[src/noc_settings.svh]
`ifndef NOC_SETTINGS_SVH
`define NOC_SETTINGS_SVH

// mesh dimensions.
`define NOC_SIZE_X 3
`define NOC_SIZE_Y 3

// coordinate field width. 3 still fits, but is outside the mesh.
`define NOC_COORD_WIDTH 2

`define NOC_DATA_WIDTH 32

// data beat returned by an errored read.
`define NOC_ERROR_DATA 32'hbad0_dec0

`endif

[src/noc_pkg.sv]
`default_nettype none

`include "noc_settings.svh"

package noc_pkg;

  typedef enum logic [2:0] {
    noc_read               = 3'd0,
    noc_write              = 3'd1,
    noc_posted_write       = 3'd2,
    noc_response           = 3'd3,
    noc_response_with_data = 3'd4,
    noc_invalid_packet     = 3'd7
  } noc_packet_type_e;

  typedef enum logic [1:0] {
    noc_okay         = 2'd0,
    noc_decode_error = 2'd1
  } noc_status_e;

  typedef struct packed {
    noc_packet_type_e             packet_type;
    logic [`NOC_COORD_WIDTH-1:0]  dest_x;
    logic [`NOC_COORD_WIDTH-1:0]  dest_y;
    logic [`NOC_COORD_WIDTH-1:0]  src_x;
    logic [`NOC_COORD_WIDTH-1:0]  src_y;
    logic                         invalid_destination;
    logic [3:0]                   tag;
    logic [3:0]                   burst_length;  // payload beats.
    noc_status_e                  status;
    logic [`NOC_DATA_WIDTH-23:0]  spare;         // 22 bits in use above.
  } noc_header_t;

  // one flit word, seen as a header on head flits and as data otherwise.
  typedef union packed {
    noc_header_t                 header;
    logic [`NOC_DATA_WIDTH-1:0]  data;
  } noc_flit_word_u;

  function automatic logic is_non_posted(noc_packet_type_e packet_type);
    return (packet_type == noc_read) || (packet_type == noc_write);
  endfunction

  function automatic logic has_payload(noc_packet_type_e packet_type);
    return (packet_type == noc_write) || (packet_type == noc_posted_write);
  endfunction

  // only a read gets data back.
  function automatic logic response_has_data(noc_packet_type_e packet_type);
    return packet_type == noc_read;
  endfunction

endpackage

`default_nettype wire

[src/noc_dest_checker.sv]
`default_nettype none
`timescale 1ns/10ps

`include "noc_settings.svh"

module noc_dest_checker import noc_pkg::*; (
  input  logic           clk,
  input  logic           rst_n,
  input  logic           in_valid,
  input  logic           in_head,
  input  logic           in_tail,
  input  noc_flit_word_u in_word,
  output logic           in_ready,
  output logic           fwd_valid,
  output logic           fwd_head,
  output logic           fwd_tail,
  output noc_flit_word_u fwd_word,
  input  logic           fwd_ready
);

  noc_header_t    in_hdr;
  logic           dest_invalid;
  logic           route_err_q;
  logic           route_err;
  logic           head_ok;
  logic           flit_ok;
  logic           pass_valid;
  logic           pass_ready;
  logic           head_fire;
  logic           req_busy;
  logic           rsp_busy;

  logic           req_valid;
  logic           req_ready;
  logic           hdr_valid;
  noc_header_t    err_hdr;
  logic           hdr_taken;
  logic           rsp_start;
  noc_header_t    rsp_hdr;
  logic [3:0]     rsp_beats;
  logic           rsp_valid;
  logic           rsp_head;
  logic           rsp_tail;
  noc_flit_word_u rsp_word;
  logic           rsp_ready;
  logic           rsp_done;

  assign in_hdr       = in_word.header;
  assign dest_invalid = in_hdr.invalid_destination ||
                        (int'(in_hdr.dest_x) >= `NOC_SIZE_X) ||
                        (int'(in_hdr.dest_y) >= `NOC_SIZE_Y);

  // heads decide the route, body flits follow the latched one.
  assign route_err  = in_head ? dest_invalid : route_err_q;
  assign head_ok    = !req_busy && !rsp_busy;
  assign flit_ok    = in_valid && (!in_head || head_ok);
  assign pass_valid = flit_ok && !route_err;
  assign req_valid  = flit_ok && route_err;
  assign pass_ready = fwd_ready && !rsp_busy;
  assign in_ready   = (!in_head || head_ok) && (route_err ? req_ready : pass_ready);
  assign head_fire  = in_valid && in_ready && in_head;

  always_ff @(posedge clk or negedge rst_n) begin
    if (!rst_n) begin
      route_err_q <= 1'b0;
      req_busy    <= 1'b0;
      rsp_busy    <= 1'b0;
    end else begin
      if (head_fire) begin
        route_err_q <= dest_invalid;
      end
      if (req_valid && req_ready && in_tail) begin
        req_busy <= 1'b0;
      end else if (head_fire && dest_invalid) begin
        req_busy <= 1'b1;
      end
      if (rsp_done) begin
        rsp_busy <= 1'b0;
      end else if (head_fire && dest_invalid && is_non_posted(in_hdr.packet_type)) begin
        rsp_busy <= 1'b1;  // owns the output until the response tail.
      end
    end
  end

  noc_error_request_sink u_sink (
    .clk       (clk),
    .rst_n     (rst_n),
    .req_valid (req_valid),
    .req_head  (in_head),
    .req_tail  (in_tail),
    .req_word  (in_word),
    .req_ready (req_ready),
    .hdr_valid (hdr_valid),
    .hdr       (err_hdr),
    .hdr_taken (hdr_taken)
  );

  // a write answers only once its payload is gone.
  assign hdr_taken = hdr_valid && !req_busy;
  assign rsp_start = hdr_taken && is_non_posted(err_hdr.packet_type);
  assign rsp_beats = response_has_data(err_hdr.packet_type) ? err_hdr.burst_length : 4'd0;

  always_comb begin
    rsp_hdr = '0;
    rsp_hdr.packet_type  = response_has_data(err_hdr.packet_type) ?
                           noc_response_with_data : noc_response;
    rsp_hdr.dest_x       = err_hdr.src_x;
    rsp_hdr.dest_y       = err_hdr.src_y;
    rsp_hdr.src_x        = err_hdr.dest_x;
    rsp_hdr.src_y        = err_hdr.dest_y;
    rsp_hdr.tag          = err_hdr.tag;
    rsp_hdr.burst_length = rsp_beats;
    rsp_hdr.status       = noc_decode_error;
  end

  noc_error_response_packer u_packer (
    .clk       (clk),
    .rst_n     (rst_n),
    .rsp_start (rsp_start),
    .rsp_hdr   (rsp_hdr),
    .rsp_beats (rsp_beats),
    .rsp_valid (rsp_valid),
    .rsp_head  (rsp_head),
    .rsp_tail  (rsp_tail),
    .rsp_word  (rsp_word),
    .rsp_ready (rsp_ready),
    .rsp_done  (rsp_done)
  );

  // merge point.
  assign rsp_ready = fwd_ready && rsp_busy;
  assign fwd_valid = rsp_busy ? rsp_valid : pass_valid;
  assign fwd_head  = rsp_busy ? rsp_head  : in_head;
  assign fwd_tail  = rsp_busy ? rsp_tail  : in_tail;
  assign fwd_word  = rsp_busy ? rsp_word  : in_word;

endmodule

`default_nettype wire

[src/noc_dest_filter_top.sv]
`default_nettype none
`timescale 1ns/10ps

module noc_dest_filter_top import noc_pkg::*; (
  input  logic           clk,
  input  logic           rst_n,
  input  logic           in_valid,
  input  logic           in_head,
  input  logic           in_tail,
  input  noc_flit_word_u in_word,
  output logic           in_ready,
  output logic           out_valid,
  output logic           out_head,
  output logic           out_tail,
  output noc_flit_word_u out_word,
  input  logic           out_ready
);

  logic           fwd_valid;
  logic           fwd_head;
  logic           fwd_tail;
  noc_flit_word_u fwd_word;
  logic           fwd_ready;

  noc_dest_checker u_checker (
    .clk       (clk),
    .rst_n     (rst_n),
    .in_valid  (in_valid),
    .in_head   (in_head),
    .in_tail   (in_tail),
    .in_word   (in_word),
    .in_ready  (in_ready),
    .fwd_valid (fwd_valid),
    .fwd_head  (fwd_head),
    .fwd_tail  (fwd_tail),
    .fwd_word  (fwd_word),
    .fwd_ready (fwd_ready)
  );

  noc_flit_slicer u_slicer (
    .clk       (clk),
    .rst_n     (rst_n),
    .in_valid  (fwd_valid),
    .in_head   (fwd_head),
    .in_tail   (fwd_tail),
    .in_word   (fwd_word),
    .in_ready  (fwd_ready),
    .out_valid (out_valid),
    .out_head  (out_head),
    .out_tail  (out_tail),
    .out_word  (out_word),
    .out_ready (out_ready)
  );

endmodule

`default_nettype wire

[src/noc_error_request_sink.sv]
`default_nettype none
`timescale 1ns/10ps

module noc_error_request_sink import noc_pkg::*; (
  input  logic           clk,
  input  logic           rst_n,
  input  logic           req_valid,
  input  logic           req_head,
  input  logic           req_tail,
  input  noc_flit_word_u req_word,
  output logic           req_ready,
  output logic           hdr_valid,
  output noc_header_t    hdr,
  input  logic           hdr_taken
);

  logic draining;
  logic req_fire;

  // payload keeps flowing behind a waiting header.
  assign req_ready = draining || !hdr_valid;
  assign req_fire  = req_valid && req_ready;

  always_ff @(posedge clk or negedge rst_n) begin
    if (!rst_n) begin
      hdr_valid <= 1'b0;
      draining  <= 1'b0;
    end else begin
      if (req_fire && req_head) begin
        hdr_valid <= 1'b1;
      end else if (hdr_taken) begin
        hdr_valid <= 1'b0;
      end
      if (req_fire) begin
        draining <= !req_tail;  // open until the tail.
      end
    end
  end

  always_ff @(posedge clk) begin
    if (req_fire && req_head) begin
      hdr <= req_word.header;
    end
  end

endmodule

`default_nettype wire

[src/noc_error_response_packer.sv]
`default_nettype none
`timescale 1ns/10ps

`include "noc_settings.svh"

module noc_error_response_packer import noc_pkg::*; (
  input  logic           clk,
  input  logic           rst_n,
  input  logic           rsp_start,
  input  noc_header_t    rsp_hdr,
  input  logic [3:0]     rsp_beats,
  output logic           rsp_valid,
  output logic           rsp_head,
  output logic           rsp_tail,
  output noc_flit_word_u rsp_word,
  input  logic           rsp_ready,
  output logic           rsp_done
);

  noc_header_t hdr_q;
  logic        head_pending;
  logic [3:0]  beats_left;
  logic        rsp_fire;

  assign rsp_fire = rsp_valid && rsp_ready;
  assign rsp_head = head_pending;
  assign rsp_tail = head_pending ? (beats_left == 4'd0) : (beats_left == 4'd1);
  assign rsp_done = rsp_fire && rsp_tail;

  always_comb begin
    if (head_pending) begin
      rsp_word.header = hdr_q;
    end else begin
      rsp_word.data = `NOC_ERROR_DATA;
    end
  end

  always_ff @(posedge clk or negedge rst_n) begin
    if (!rst_n) begin
      rsp_valid    <= 1'b0;
      head_pending <= 1'b0;
      beats_left   <= 4'd0;
    end else if (rsp_start) begin
      rsp_valid    <= 1'b1;
      head_pending <= 1'b1;
      beats_left   <= rsp_beats;
    end else if (rsp_fire) begin
      if (rsp_tail) begin
        rsp_valid <= 1'b0;
      end
      if (head_pending) begin
        head_pending <= 1'b0;
      end else begin
        beats_left <= beats_left - 4'd1;  // one data beat gone.
      end
    end
  end

  always_ff @(posedge clk) begin
    if (rsp_start) begin
      hdr_q <= rsp_hdr;
    end
  end

endmodule

`default_nettype wire

[src/noc_flit_slicer.sv]
`default_nettype none
`timescale 1ns/10ps

module noc_flit_slicer import noc_pkg::*; (
  input  logic           clk,
  input  logic           rst_n,
  input  logic           in_valid,
  input  logic           in_head,
  input  logic           in_tail,
  input  noc_flit_word_u in_word,
  output logic           in_ready,
  output logic           out_valid,
  output logic           out_head,
  output logic           out_tail,
  output noc_flit_word_u out_word,
  input  logic           out_ready
);

  logic           skid_valid;
  logic           skid_head;
  logic           skid_tail;
  noc_flit_word_u skid_word;
  logic           out_load;
  logic           skid_load;

  assign in_ready  = !skid_valid;  // registered ready.
  assign out_load  = !out_valid || out_ready;
  assign skid_load = in_valid && in_ready && !out_load;

  always_ff @(posedge clk or negedge rst_n) begin
    if (!rst_n) begin
      out_valid  <= 1'b0;
      skid_valid <= 1'b0;
    end else if (out_load) begin
      out_valid  <= skid_valid || in_valid;
      skid_valid <= 1'b0;
    end else if (skid_load) begin
      skid_valid <= 1'b1;
    end
  end

  always_ff @(posedge clk) begin
    if (out_load) begin
      if (skid_valid) begin
        out_head <= skid_head;
        out_tail <= skid_tail;
        out_word <= skid_word;
      end else begin
        out_head <= in_head;
        out_tail <= in_tail;
        out_word <= in_word;
      end
    end
    if (skid_load) begin  // output stalled, park the flit.
      skid_head <= in_head;
      skid_tail <= in_tail;
      skid_word <= in_word;
    end
  end

endmodule

`default_nettype wire

[config.mk]
export PLATFORM = sky130hd
export DESIGN_NAME = noc_dest_filter_top
export DESIGN_NICKNAME = d
export VERILOG_FILES = /design/src/noc_pkg.sv /design/src/noc_dest_checker.sv /design/src/noc_dest_filter_top.sv /design/src/noc_error_request_sink.sv /design/src/noc_error_response_packer.sv /design/src/noc_flit_slicer.sv
export VERILOG_INCLUDE_DIRS = /design/src
export SDC_FILE = /design/constraint.sdc
export NUM_CORES = 1
export LEC_CHECK = 0
export ABC_AREA = 1
export BUFFER_PORTS_ARGS = -buffer_cell sky130_fd_sc_hd__buf_2
export CORE_ASPECT_RATIO = 0.6
export CORE_UTILIZATION = 37
export DETAILED_ROUTE_END_ITERATION = 8
export GPL_TIMING_DRIVEN = 0
export PLACE_DENSITY = 0.56
export SYNTH_ARGS = -nofsm -noshare
export SYNTH_HDL_FRONTEND = slang
export SYNTH_HIERARCHICAL = 1
export SYNTH_SLANG_ARGS = --single-unit
[constraint.sdc]
create_clock -name clk -period 8.7 [get_ports clk]
set_clock_uncertainty 0.2 [all_clocks]
set_input_delay 0.435 -clock clk [delete_from_list [all_inputs] [get_ports clk]]
set_output_delay 0.435 -clock clk [all_outputs]
set_load 0.005 [all_outputs]
Word-level counts from Yosys, hierarchy flattened
Index checks and enable logic that the tools add are counted.

word-level totals
  bits of input ports = 38
  logic and storage cells = 114
  bits in registers = 119
  output and inout bits = 36

cells by class
  add/sub/neg operators = 1
  $lt $le $gt $ge = 2
  multiplexer cells = 29
  equal/unequal tests = 4
  reduce and logical (&&, ||, !) cells = 48

operators by type and width
  operator                                                            count
  32-bit two-way mux                                                  3
  1-bit two-way mux                                                   21
  1-bit logical AND                                                   20
  4-bit two-way mux                                                   4
  2-bit nonzero test                                                  6
  1-bit logical NOT                                                   9
  1-bit logical OR                                                    8
  3-bit by 1-bit == test with 1-bit output, second input constant     2
  3-bit logical NOT                                                   2
  4-bit by 1-bit == test with 1-bit output, second input constant     1
  2-bit greater-or-equal comparator, second input constant            2
  4-bit logical NOT                                                   1
  2-bit AND reduction                                                 2
  4-bit by 1-bit subtractor with 4-bit output, second input constant  1
  3-bit two-way mux                                                   1
  2-bit by 1-bit != test with 1-bit output, second input constant     1

Depth between registers and ports, before layout
Gate-level depths: netlist of the first run.

  depth in word-level cells = 12
  mapped depth = 11
  depth with buffers taken out = 10

By module
Netlist of the first run, hierarchy kept.

by module, submodules not included
  module                     seq. area each (um^2)  instances  area an instance (um^2)  cells each
  noc_flit_slicer            2092.0                 1          2648.8                   187
  noc_error_response_packer  1111.1                 1          1602.8                   138
  noc_error_request_sink     1011.0                 1          1073.5                   46
  noc_dest_checker           75.1                   1          769.5                    165

Worst setup path before layout of the first run
No wires, ideal clock.

  kind = register -> register
  start point = register u_checker/u_sink/hdr[31] (netlist bit)
  end point = register u_checker.u_packer.beats_left[3]
  cell stages (with the launch flop) = 8
  buffers on the path = 1
  slack = 3863 ps
  required time = 8377 ps
  library setup time = 123 ps
  arrival time = 4514 ps
  period minus slack after synthesis = 4837 ps
  cells stage by stage = edfxtp_1 nor4_1 buf_4 inv_2 nand2_1 nand2_1 a21boi_0 nand2_1

on the way
  word-level cells in the longest chain between the ends = 5
  elaborated cells between the ends (all ways) = 9
  those cells by class = 2 x eq/ne; 2 x mux; 5 x reduce/logical

ends and longest elaborated chain
  item                                                                                                    RTL line                         source
  start: declaration                                                                                      noc_error_request_sink.sv:13     output noc_header_t hdr,
  start signal: assignment                                                                                noc_error_request_sink.sv:42     hdr <= req_word.header;
  3-bit by 1-bit == test with 1-bit output / 3-bit logical NOT (equally long branches)                    noc_pkg.sv:41                    return (packet_type == noc_read) || (packet_type == noc_write);
  1-bit logical OR *                                                                                      noc_pkg.sv:41
  1-bit logical AND *                                                                                     noc_dest_checker.sv:100          assign rsp_start = hdr_taken && is_non_posted(err_hdr.packet_type);
  named net u_checker.rsp_start                                                                           noc_dest_checker.sv:38           logic rsp_start;
  2-bit by 1-bit != test with 1-bit output (no source line) / 2-bit nonzero test (equally long branches)  --
  2-bit AND reduction (no source line)                                                                    --
  end signal: assignment                                                                                  noc_error_response_packer.sv:46  beats_left <= rsp_beats;
  end signal: assignment                                                                                  noc_error_response_packer.sv:54  beats_left <= beats_left - 4'd1;
  end: declaration                                                                                        noc_error_response_packer.sv:22  logic [3:0] beats_left;

Mark *: on every way through the listed nets, which the timed path passes. The rest lies on a longest branch.
A chain may end at the register's enable or synchronous reset.

Worst setup path after layout of the first run
  start point = register u_checker.rsp_busy
  end point = register u_slicer/skid_word[16] (netlist bit) (enable)

on the way
  word-level cells in the longest chain between the ends = 8

ends and longest elaborated chain
  item                               RTL line                   source
  start: declaration                 noc_dest_checker.sv:31     logic rsp_busy;
  start signal: assignment           noc_dest_checker.sv:67     rsp_busy <= 1'b0;
  start signal: assignment           noc_dest_checker.sv:78     rsp_busy <= 1'b0;
  start signal: assignment           noc_dest_checker.sv:80     rsp_busy <= 1'b1;
  1-bit logical NOT                  noc_dest_checker.sv:55     assign head_ok = !req_busy && !rsp_busy;
  1-bit logical AND                  noc_dest_checker.sv:55
  1-bit logical OR                   noc_dest_checker.sv:56     assign flit_ok = in_valid && (!in_head || head_ok);
  1-bit logical AND                  noc_dest_checker.sv:56
  1-bit logical AND                  noc_dest_checker.sv:57     assign pass_valid = flit_ok && !route_err;
  1-bit two-way mux *                noc_dest_checker.sv:132    assign fwd_valid = rsp_busy ? rsp_valid : pass_valid;
  named net fwd_valid                noc_dest_filter_top.sv:19  logic fwd_valid;
  1-bit logical AND * (2 in series)  noc_flit_slicer.sv:28      assign skid_load = in_valid && in_ready && !out_load;
  named net u_slicer.skid_load       noc_flit_slicer.sv:24      logic skid_load;
  end signal: assignment             noc_flit_slicer.sv:57      skid_word <= in_word;
  end: declaration                   noc_flit_slicer.sv:22      noc_flit_word_u skid_word;

Marked as above.

==> results.ini, run 1 <==
[critical_path]
critPathSlowestCell=nor2_4
worst_endpoint_data_arrival_time_ns=2.43
critical_path.startpoint_type=flop
rr_endpoint=u_slicer/skid_word[16]
critical_setup_path_kind=reg -> reg
worstPathRequired_ns=8.61
critical_path.cell_chain=buf_2 > clkbuf_1 > o31ai_1 > nand2_1 > nor2_4 > buf_16
critical_path.reg2reg.startpoint=u_checker/rsp_busy
reg2regPathDepth=6
timing.critical_path.to_type=flop
r2r_setup_slack_ns=6.18
maximum_net_fanout_on_the_critical_path=22
timing.critical_path.slowest_cell_delay_ns=0.43

[place]
placed_instances=810
gp_congestion=0.774
port_buffers=73
dpl-instance-area_um2=6440
pre_cts_slack_ns=6.06
placed_wire_length_estimate_after_detailed_placement_um=8640

[grt]
initial_antenna_violation_count=0
track_usage_pct=16.7
grt.overflow.total=0
via_count_of_the_first_global_routing_pass=3650
first_pass_grt_wire_length_um=19600
grt_start_max_net_pins=38

[sta]
rsz0062_at_grt=no
finalWorstPathRequiredPeriod_ns=2.52
post-route-worst-setup-slack_ns=6.18
slew_headroom_pct=34.3
final.setup.tns_ns=0
period_utilization_post_route_pct=28.9
hold_viol_final=0
report.final.slew_viol_count=0
hold_slack_ns=0.0193
fmax_ghz=0.397
worst-slew-pin-transition_ns=0.982
final-setup-viol-count=0

[min_path]
min_from=in_word[23]
hold_path_depth=1
end_point_of_the_most_critical_hold_path=u_checker/u_sink/hdr[23]
holdCritPathClass=in -> reg

[logic_synthesis]
yosys_warnings=6
post_synth_instance_area_um2=5700
syn-instance-count=523
synthesis.area_per_instance_um2=10.9

[die]
start_util_pct=38.6
placement_rows=34
chip_height_um=98.2
floorplan.die.width_um=162
core_region_area_um2=14800
dieArea_um2=15900
ioPinCount=74

[clock_network]
clkLatencyLatePin_ns=0.41
cts_max_level=4
tritoncts_buffer_count=17
tritoncts_num_sinks=132
ctsLongestPathBuffers=2
root_buffer=clkbuf_16
clock_edge_transition_at_the_registers_on_the_reported_setup_and_hold_paths_ns=0.06
postCtsSetupRepairBufs=0
cts_tree=built

[drt]
number_of_nets_with_antenna_violations_after_routing=0
detail_route.wl_per_cell_um=14.6
drc_violations_left=0
routed-via-count=3694
drt_wl_total_um=12300
via_per_inst=4.38
drt_first_pass_iters=4
drt_iter0_markers=214

[power]
pwrdens_nw_per_um2=331
power.ir.vdd_worst_mv=0.153
post_layout_power_mw=2.32
total_leakage_power_nw=3.22

[final_layout]
utilization_pct=47.5
post_route_cells_drive_above_1_share_pct=28.1
finalNonFillerCells=843
layout.nets=672
most_common_cell_after_layout_fill_and_taps_aside=nand2_1
n_antenna_cell=0
syn_to_layout_area_delta_pct=22.9
finish.instance_area_um2=7010
most_frequent_cells_in_the_layout=nand2_1, edfxtp_1, buf_2

[run_status]
outcome=complete, no violations

[job]
max_cap_viol_count=0

==> critical path: cells and delay by family (launching register included) <==
kind,cells,cell delay [ns]
AOI/OAI and AO/OA,1,0.41
buffers and inverters,3,0.66
DFF,1,0.36
and+or+nand+nor,2,0.58
==> how the worst max path moves through the flow <==
stage	start	endpoint	slack, ns	cells past startpoint
final	u_checker/rsp_busy	u_slicer/skid_word[16]	6.18	6
after global routing	u_checker/rsp_busy	u_slicer/skid_word[15]	6.02	6
after CTS	u_checker/rsp_busy	u_slicer/skid_word[15]	6.16	6
after detailed placement	in_word[25]	u_slicer/skid_word[18]	6.06	9
after global placement	u_checker/u_sink/hdr[31]	u_checker/u_packer/beats_left[3]	1.81	7
after floorplan	u_checker/u_sink/hdr[31]	u_checker/u_packer/beats_left[3]	3.86	7
==> power breakdown <==
part / switching, mW / internal (mW) / leakage [nW]
combinational: 0.448 / 0.247 / 1.65
clock: 0.278 / 0.396 / 0.272
sequential: 0.0476 / 0.904 / 1.29
total: 0.773 / 1.55 / 3.22
==> flip-flops by register name, indices dropped and copies added, names as in the netlist <==
name                           flops
u_checker/u_packer/hdr_q          32
u_slicer/out_word                 32
u_slicer/skid_word                32
u_checker/u_sink/hdr              19
u_checker/u_packer/beats_left      4
u_checker/req_busy                 1
u_checker/route_err_q              1
u_checker/rsp_busy                 1
u_checker/u_packer/rsp_head        1
u_checker/u_packer/rsp_valid       1
u_checker/u_sink/draining          1
u_checker/u_sink/hdr_valid         1
u_slicer/out_head                  1
u_slicer/out_tail                  1
u_slicer/out_valid                 1
u_slicer/skid_head                 1
u_slicer/skid_tail                 1
u_slicer/skid_valid                1
==> per-layer routing <==
layer	vias up	part of all wire, %	GRT usage (%)
li1	1890	-	-
met1	1698	50	24.4
met2	102	42	24.1
met3	4	7.8	4.50
met4	0	0.43	5.22
met5	-	0	0
==> what timing repair did <==
action                                 4_1_cts  5_1_grt
gates resized for setup                      0        0
hold buffers                                 1        0
endpoints found under the hold margin       13        0
setup endpoints to repair                    0        0
==> area by class of cell <==
| type | instances | area [um^2] |
|---|---|---|
| Fill cell | 1337 | 7750 |
| Sequential cell | 132 | 3900 |
| Multi-Input combinational cell | 333 | 1510 |
| Timing Repair Buffer | 79 | 444 |
| Clock buffer | 18 | 429 |
| Tap cell | 198 | 248 |
| Inverter | 50 | 195 |
| Buffer | 19 | 161 |
| Clock inverter | 14 | 129 |
(Power assumes the default switching activity.)
==> run 2: changes to the inputs <==
==> constraint.sdc (replaced) <==
create_clock -name clk -period 2.65 [get_ports clk]
set_clock_uncertainty 0.2 [all_clocks]
set_input_delay 0.1325 -clock clk [delete_from_list [all_inputs] [get_ports clk]]
set_output_delay 0.1325 -clock clk [all_outputs]
set_load 0.005 [all_outputs]
==> run 2 against run 1 <==
Critical path depth up 2. Largest cell class unchanged. Critical endpoint is now u_checker/u_packer/beats_left[3]. Register-to-register slack got worse by 6.0 ns. Sequential cell count unchanged. Non-clock buffer count rose by 37. Wire length up 4.1%. Utilization up 2.8 points.
==> results.ini, run 2 (synthesized netlist as in run 1, its figures left out) <==
[place]
placed_instances=807  ; -0.37%
gp_congestion=0.813  ; +5.1%
placed_wire_length_estimate_after_detailed_placement_um=8300  ; -4.0%
port_buffers=73  ; unchanged

[critical_path]
critical_path.startpoint_type=flop
worstPathRequired_ns=2.74  ; -5.87 ns
timing.critical_path.slowest_cell_delay_ns=0.75  ; +0.32 ns
reg2regPathDepth=8  ; +2
rr_endpoint=u_checker/u_packer/beats_left[3]
critical_path.cell_chain=nor4_4 > buf_8 > buf_4 > inv_2 > nand2_1 > nand2_1 > a21boi_0 > nand2_1
critPathMostFrequentCell=nand2_1
crit_family=simple AND/OR/NAND/NOR gates
worst_endpoint_data_arrival_time_ns=2.53  ; +0.10 ns
r2r_setup_slack_ns=0.21  ; -5.97 ns
timing.critical_path.to_type=flop
critPathSlowestCell=nor4_4
critical_path.reg2reg.startpoint=u_checker/u_sink/hdr[31]
critical_setup_path_kind=reg -> reg
maximum_net_fanout_on_the_critical_path=11  ; -50%
crit_buf_inv=3  ; unchanged

[drt]
via_per_inst=4.44  ; +1.2%
detail_route.wl_per_cell_um=14.6  ; -0.36%
drt_iter0_markers=233  ; +8.9%
drt_first_pass_iters=5  ; +1
number_of_nets_with_antenna_violations_after_routing=0  ; unchanged
drt_wl_total_um=12800  ; +4.1%
routed-via-count=3908  ; +5.8%
drc_violations_left=0  ; unchanged

[sta]
report.final.slew_viol_count=0  ; unchanged
period_utilization_post_route_pct=92.0  ; +63 points
slew_headroom_pct=33.8  ; -0.52 points
final.setup.tns_ns=0  ; unchanged
rsz0062_at_grt=no
worst-slew-pin-transition_ns=0.990  ; +0.00781 ns
final-setup-viol-count=0  ; unchanged
fmax_ghz=0.410  ; +3.2%
finalWorstPathRequiredPeriod_ns=2.44  ; -0.0776 ns
hold_viol_final=0  ; unchanged

[clock_network]
clock_edge_transition_at_the_registers_on_the_reported_setup_and_hold_paths_ns=0.06  ; about the same
ctsLongestPathBuffers=2  ; unchanged
clkLatencyLatePin_ns=0.42  ; about the same
root_buffer=clkbuf_16
cts_max_level=4  ; unchanged
tritoncts_num_sinks=132  ; unchanged
tritoncts_buffer_count=17  ; unchanged
cts_tree=built

[power]
total_leakage_power_nw=3.40  ; +5.4%
power.ir.vdd_worst_mv=0.396  ; +160%
post_layout_power_mw=7.84  ; +240%
pwrdens_nw_per_um2=1060  ; +220%

[final_layout]
most_common_cell_after_layout_fill_and_taps_aside=nand2_1
finalNonFillerCells=881  ; +4.5%
most_frequent_cells_in_the_layout=nand2_1, edfxtp_1, buf_2
n_antenna_cell=0  ; unchanged
layout.nets=710  ; +5.7%
post_route_cells_drive_above_1_share_pct=26.8  ; -1.3 points
utilization_pct=50.3  ; +2.8 points
reg.largest.list=u_checker/u_packer/hdr_q x32, u_slicer/out_word x32, u_slicer/skid_word x32
syn_to_layout_area_delta_pct=30.3

[die]
dieArea_um2=15900  ; unchanged
core_region_area_um2=14800  ; unchanged
floorplan.die.width_um=162  ; unchanged
chip_height_um=98.2  ; unchanged
ioPinCount=74  ; unchanged
placement_rows=34  ; unchanged
start_util_pct=38.6  ; unchanged

[grt]
initial_antenna_violation_count=0  ; unchanged
grt_util_met1_pct=25.7  ; +1.4 points
grt.overflow.total=0  ; unchanged
grt_start_max_net_pins=39  ; +2.6%
groute.layer.met3.usage_pct=4.59  ; +0.085 points
grtUsageMet2_pct=24.9  ; +0.82 points
via_count_of_the_first_global_routing_pass=3783  ; +3.6%
first_pass_grt_wire_length_um=20400  ; +3.9%
track_usage_pct=17.5  ; +0.75 points
globalRoute.busiestLayer=met1

[min_path]
min_from=u_checker/u_sink/hdr[19]
hold_path_depth=0  ; -1
end_point_of_the_most_critical_hold_path=u_checker/u_packer/hdr_q[19]
holdCritPathClass=reg -> reg

[job]
max_cap_viol_count=0  ; unchanged

[run_status]
outcome=complete, no violations

run 2: timing repair:
action,in CTS,in global routing
hold endpoints to repair,94,0
hold buffers,37,0
resized for setup,1,0
cloned,1,0
buffers inserted,0,4
pin swaps,0,2
setup endpoints to repair,34,34
run 2: worst reg2reg max path, stage by stage, from the launching register on:
cell and delay, ns:
edfxtp_1 0.45, nor4_4 0.75, buf_8 0.25, buf_4 0.18, inv_2 0.06, nand2_1 0.06
nand2_1 0.10, a21boi_0 0.20, nand2_1 0.08
run 2: worst max path at each step:
stage                              from                          endpoint  slack (ns)  cells after the start
2_1_floorplan  u_checker/u_sink/hdr[31]  u_checker/u_packer/beats_left[3]        0.02                      7
3_3_place_gp   u_checker/u_sink/hdr[31]  u_checker/u_packer/beats_left[3]       -0.75                      7
3_5_place_dp         u_checker/rsp_busy            u_slicer/skid_word[15]       -0.18                      5
4_1_cts              u_checker/rsp_busy             u_slicer/skid_word[2]        0.06                      5
5_1_grt        u_checker/u_sink/hdr[31]  u_checker/u_packer/beats_left[3]        0.05                      8
6_report       u_checker/u_sink/hdr[31]  u_checker/u_packer/beats_left[3]        0.21                      8
run 2: cell type report:
class | instances | area, um^2
plain buffers | 19 | 161
clock buffers | 19 | 443
clock inverters | 13 | 150
fillers | 1335 | 7330
inverters | 50 | 195
multi-input cells | 334 | 1530
flip-flops and latches | 132 | 3900
well taps | 198 | 248
repair buffers | 116 | 808
run 2: routing by layer:
layer / vias to the layer above / part of all wire (%) / routed length (um)
met5: - / 0 / 0
met4: 0 / 1.2 / 158
met3: 14 / 5.8 / 746
met2: 109 / 41 / 5320
met1: 1816 / 52 / 6620
li1: 1969 / - / -
run 2: per-stage QoR:
step / instance area, um^2 / worst slack (ns) / hold WS, ns
after floorplan: 5770 / 0.0189 / -0.363
after global placement: 6380 / -0.747 / -0.148
after detailed placement: 6410 / -0.180 / -0.132
after CTS: 7390 / 0.0566 / 0.214
after global routing: 7430 / 0.0490 / 0.214
final: 7430 / 0.211 / 0.211
run 2: power breakdown:
part	total, mW	switching, mW	internal [mW]
Clock	2.35	0.924	1.43
Sequential	3.12	0.156	2.97
Combinational	2.37	1.51	0.857
Total	7.84	2.59	5.25
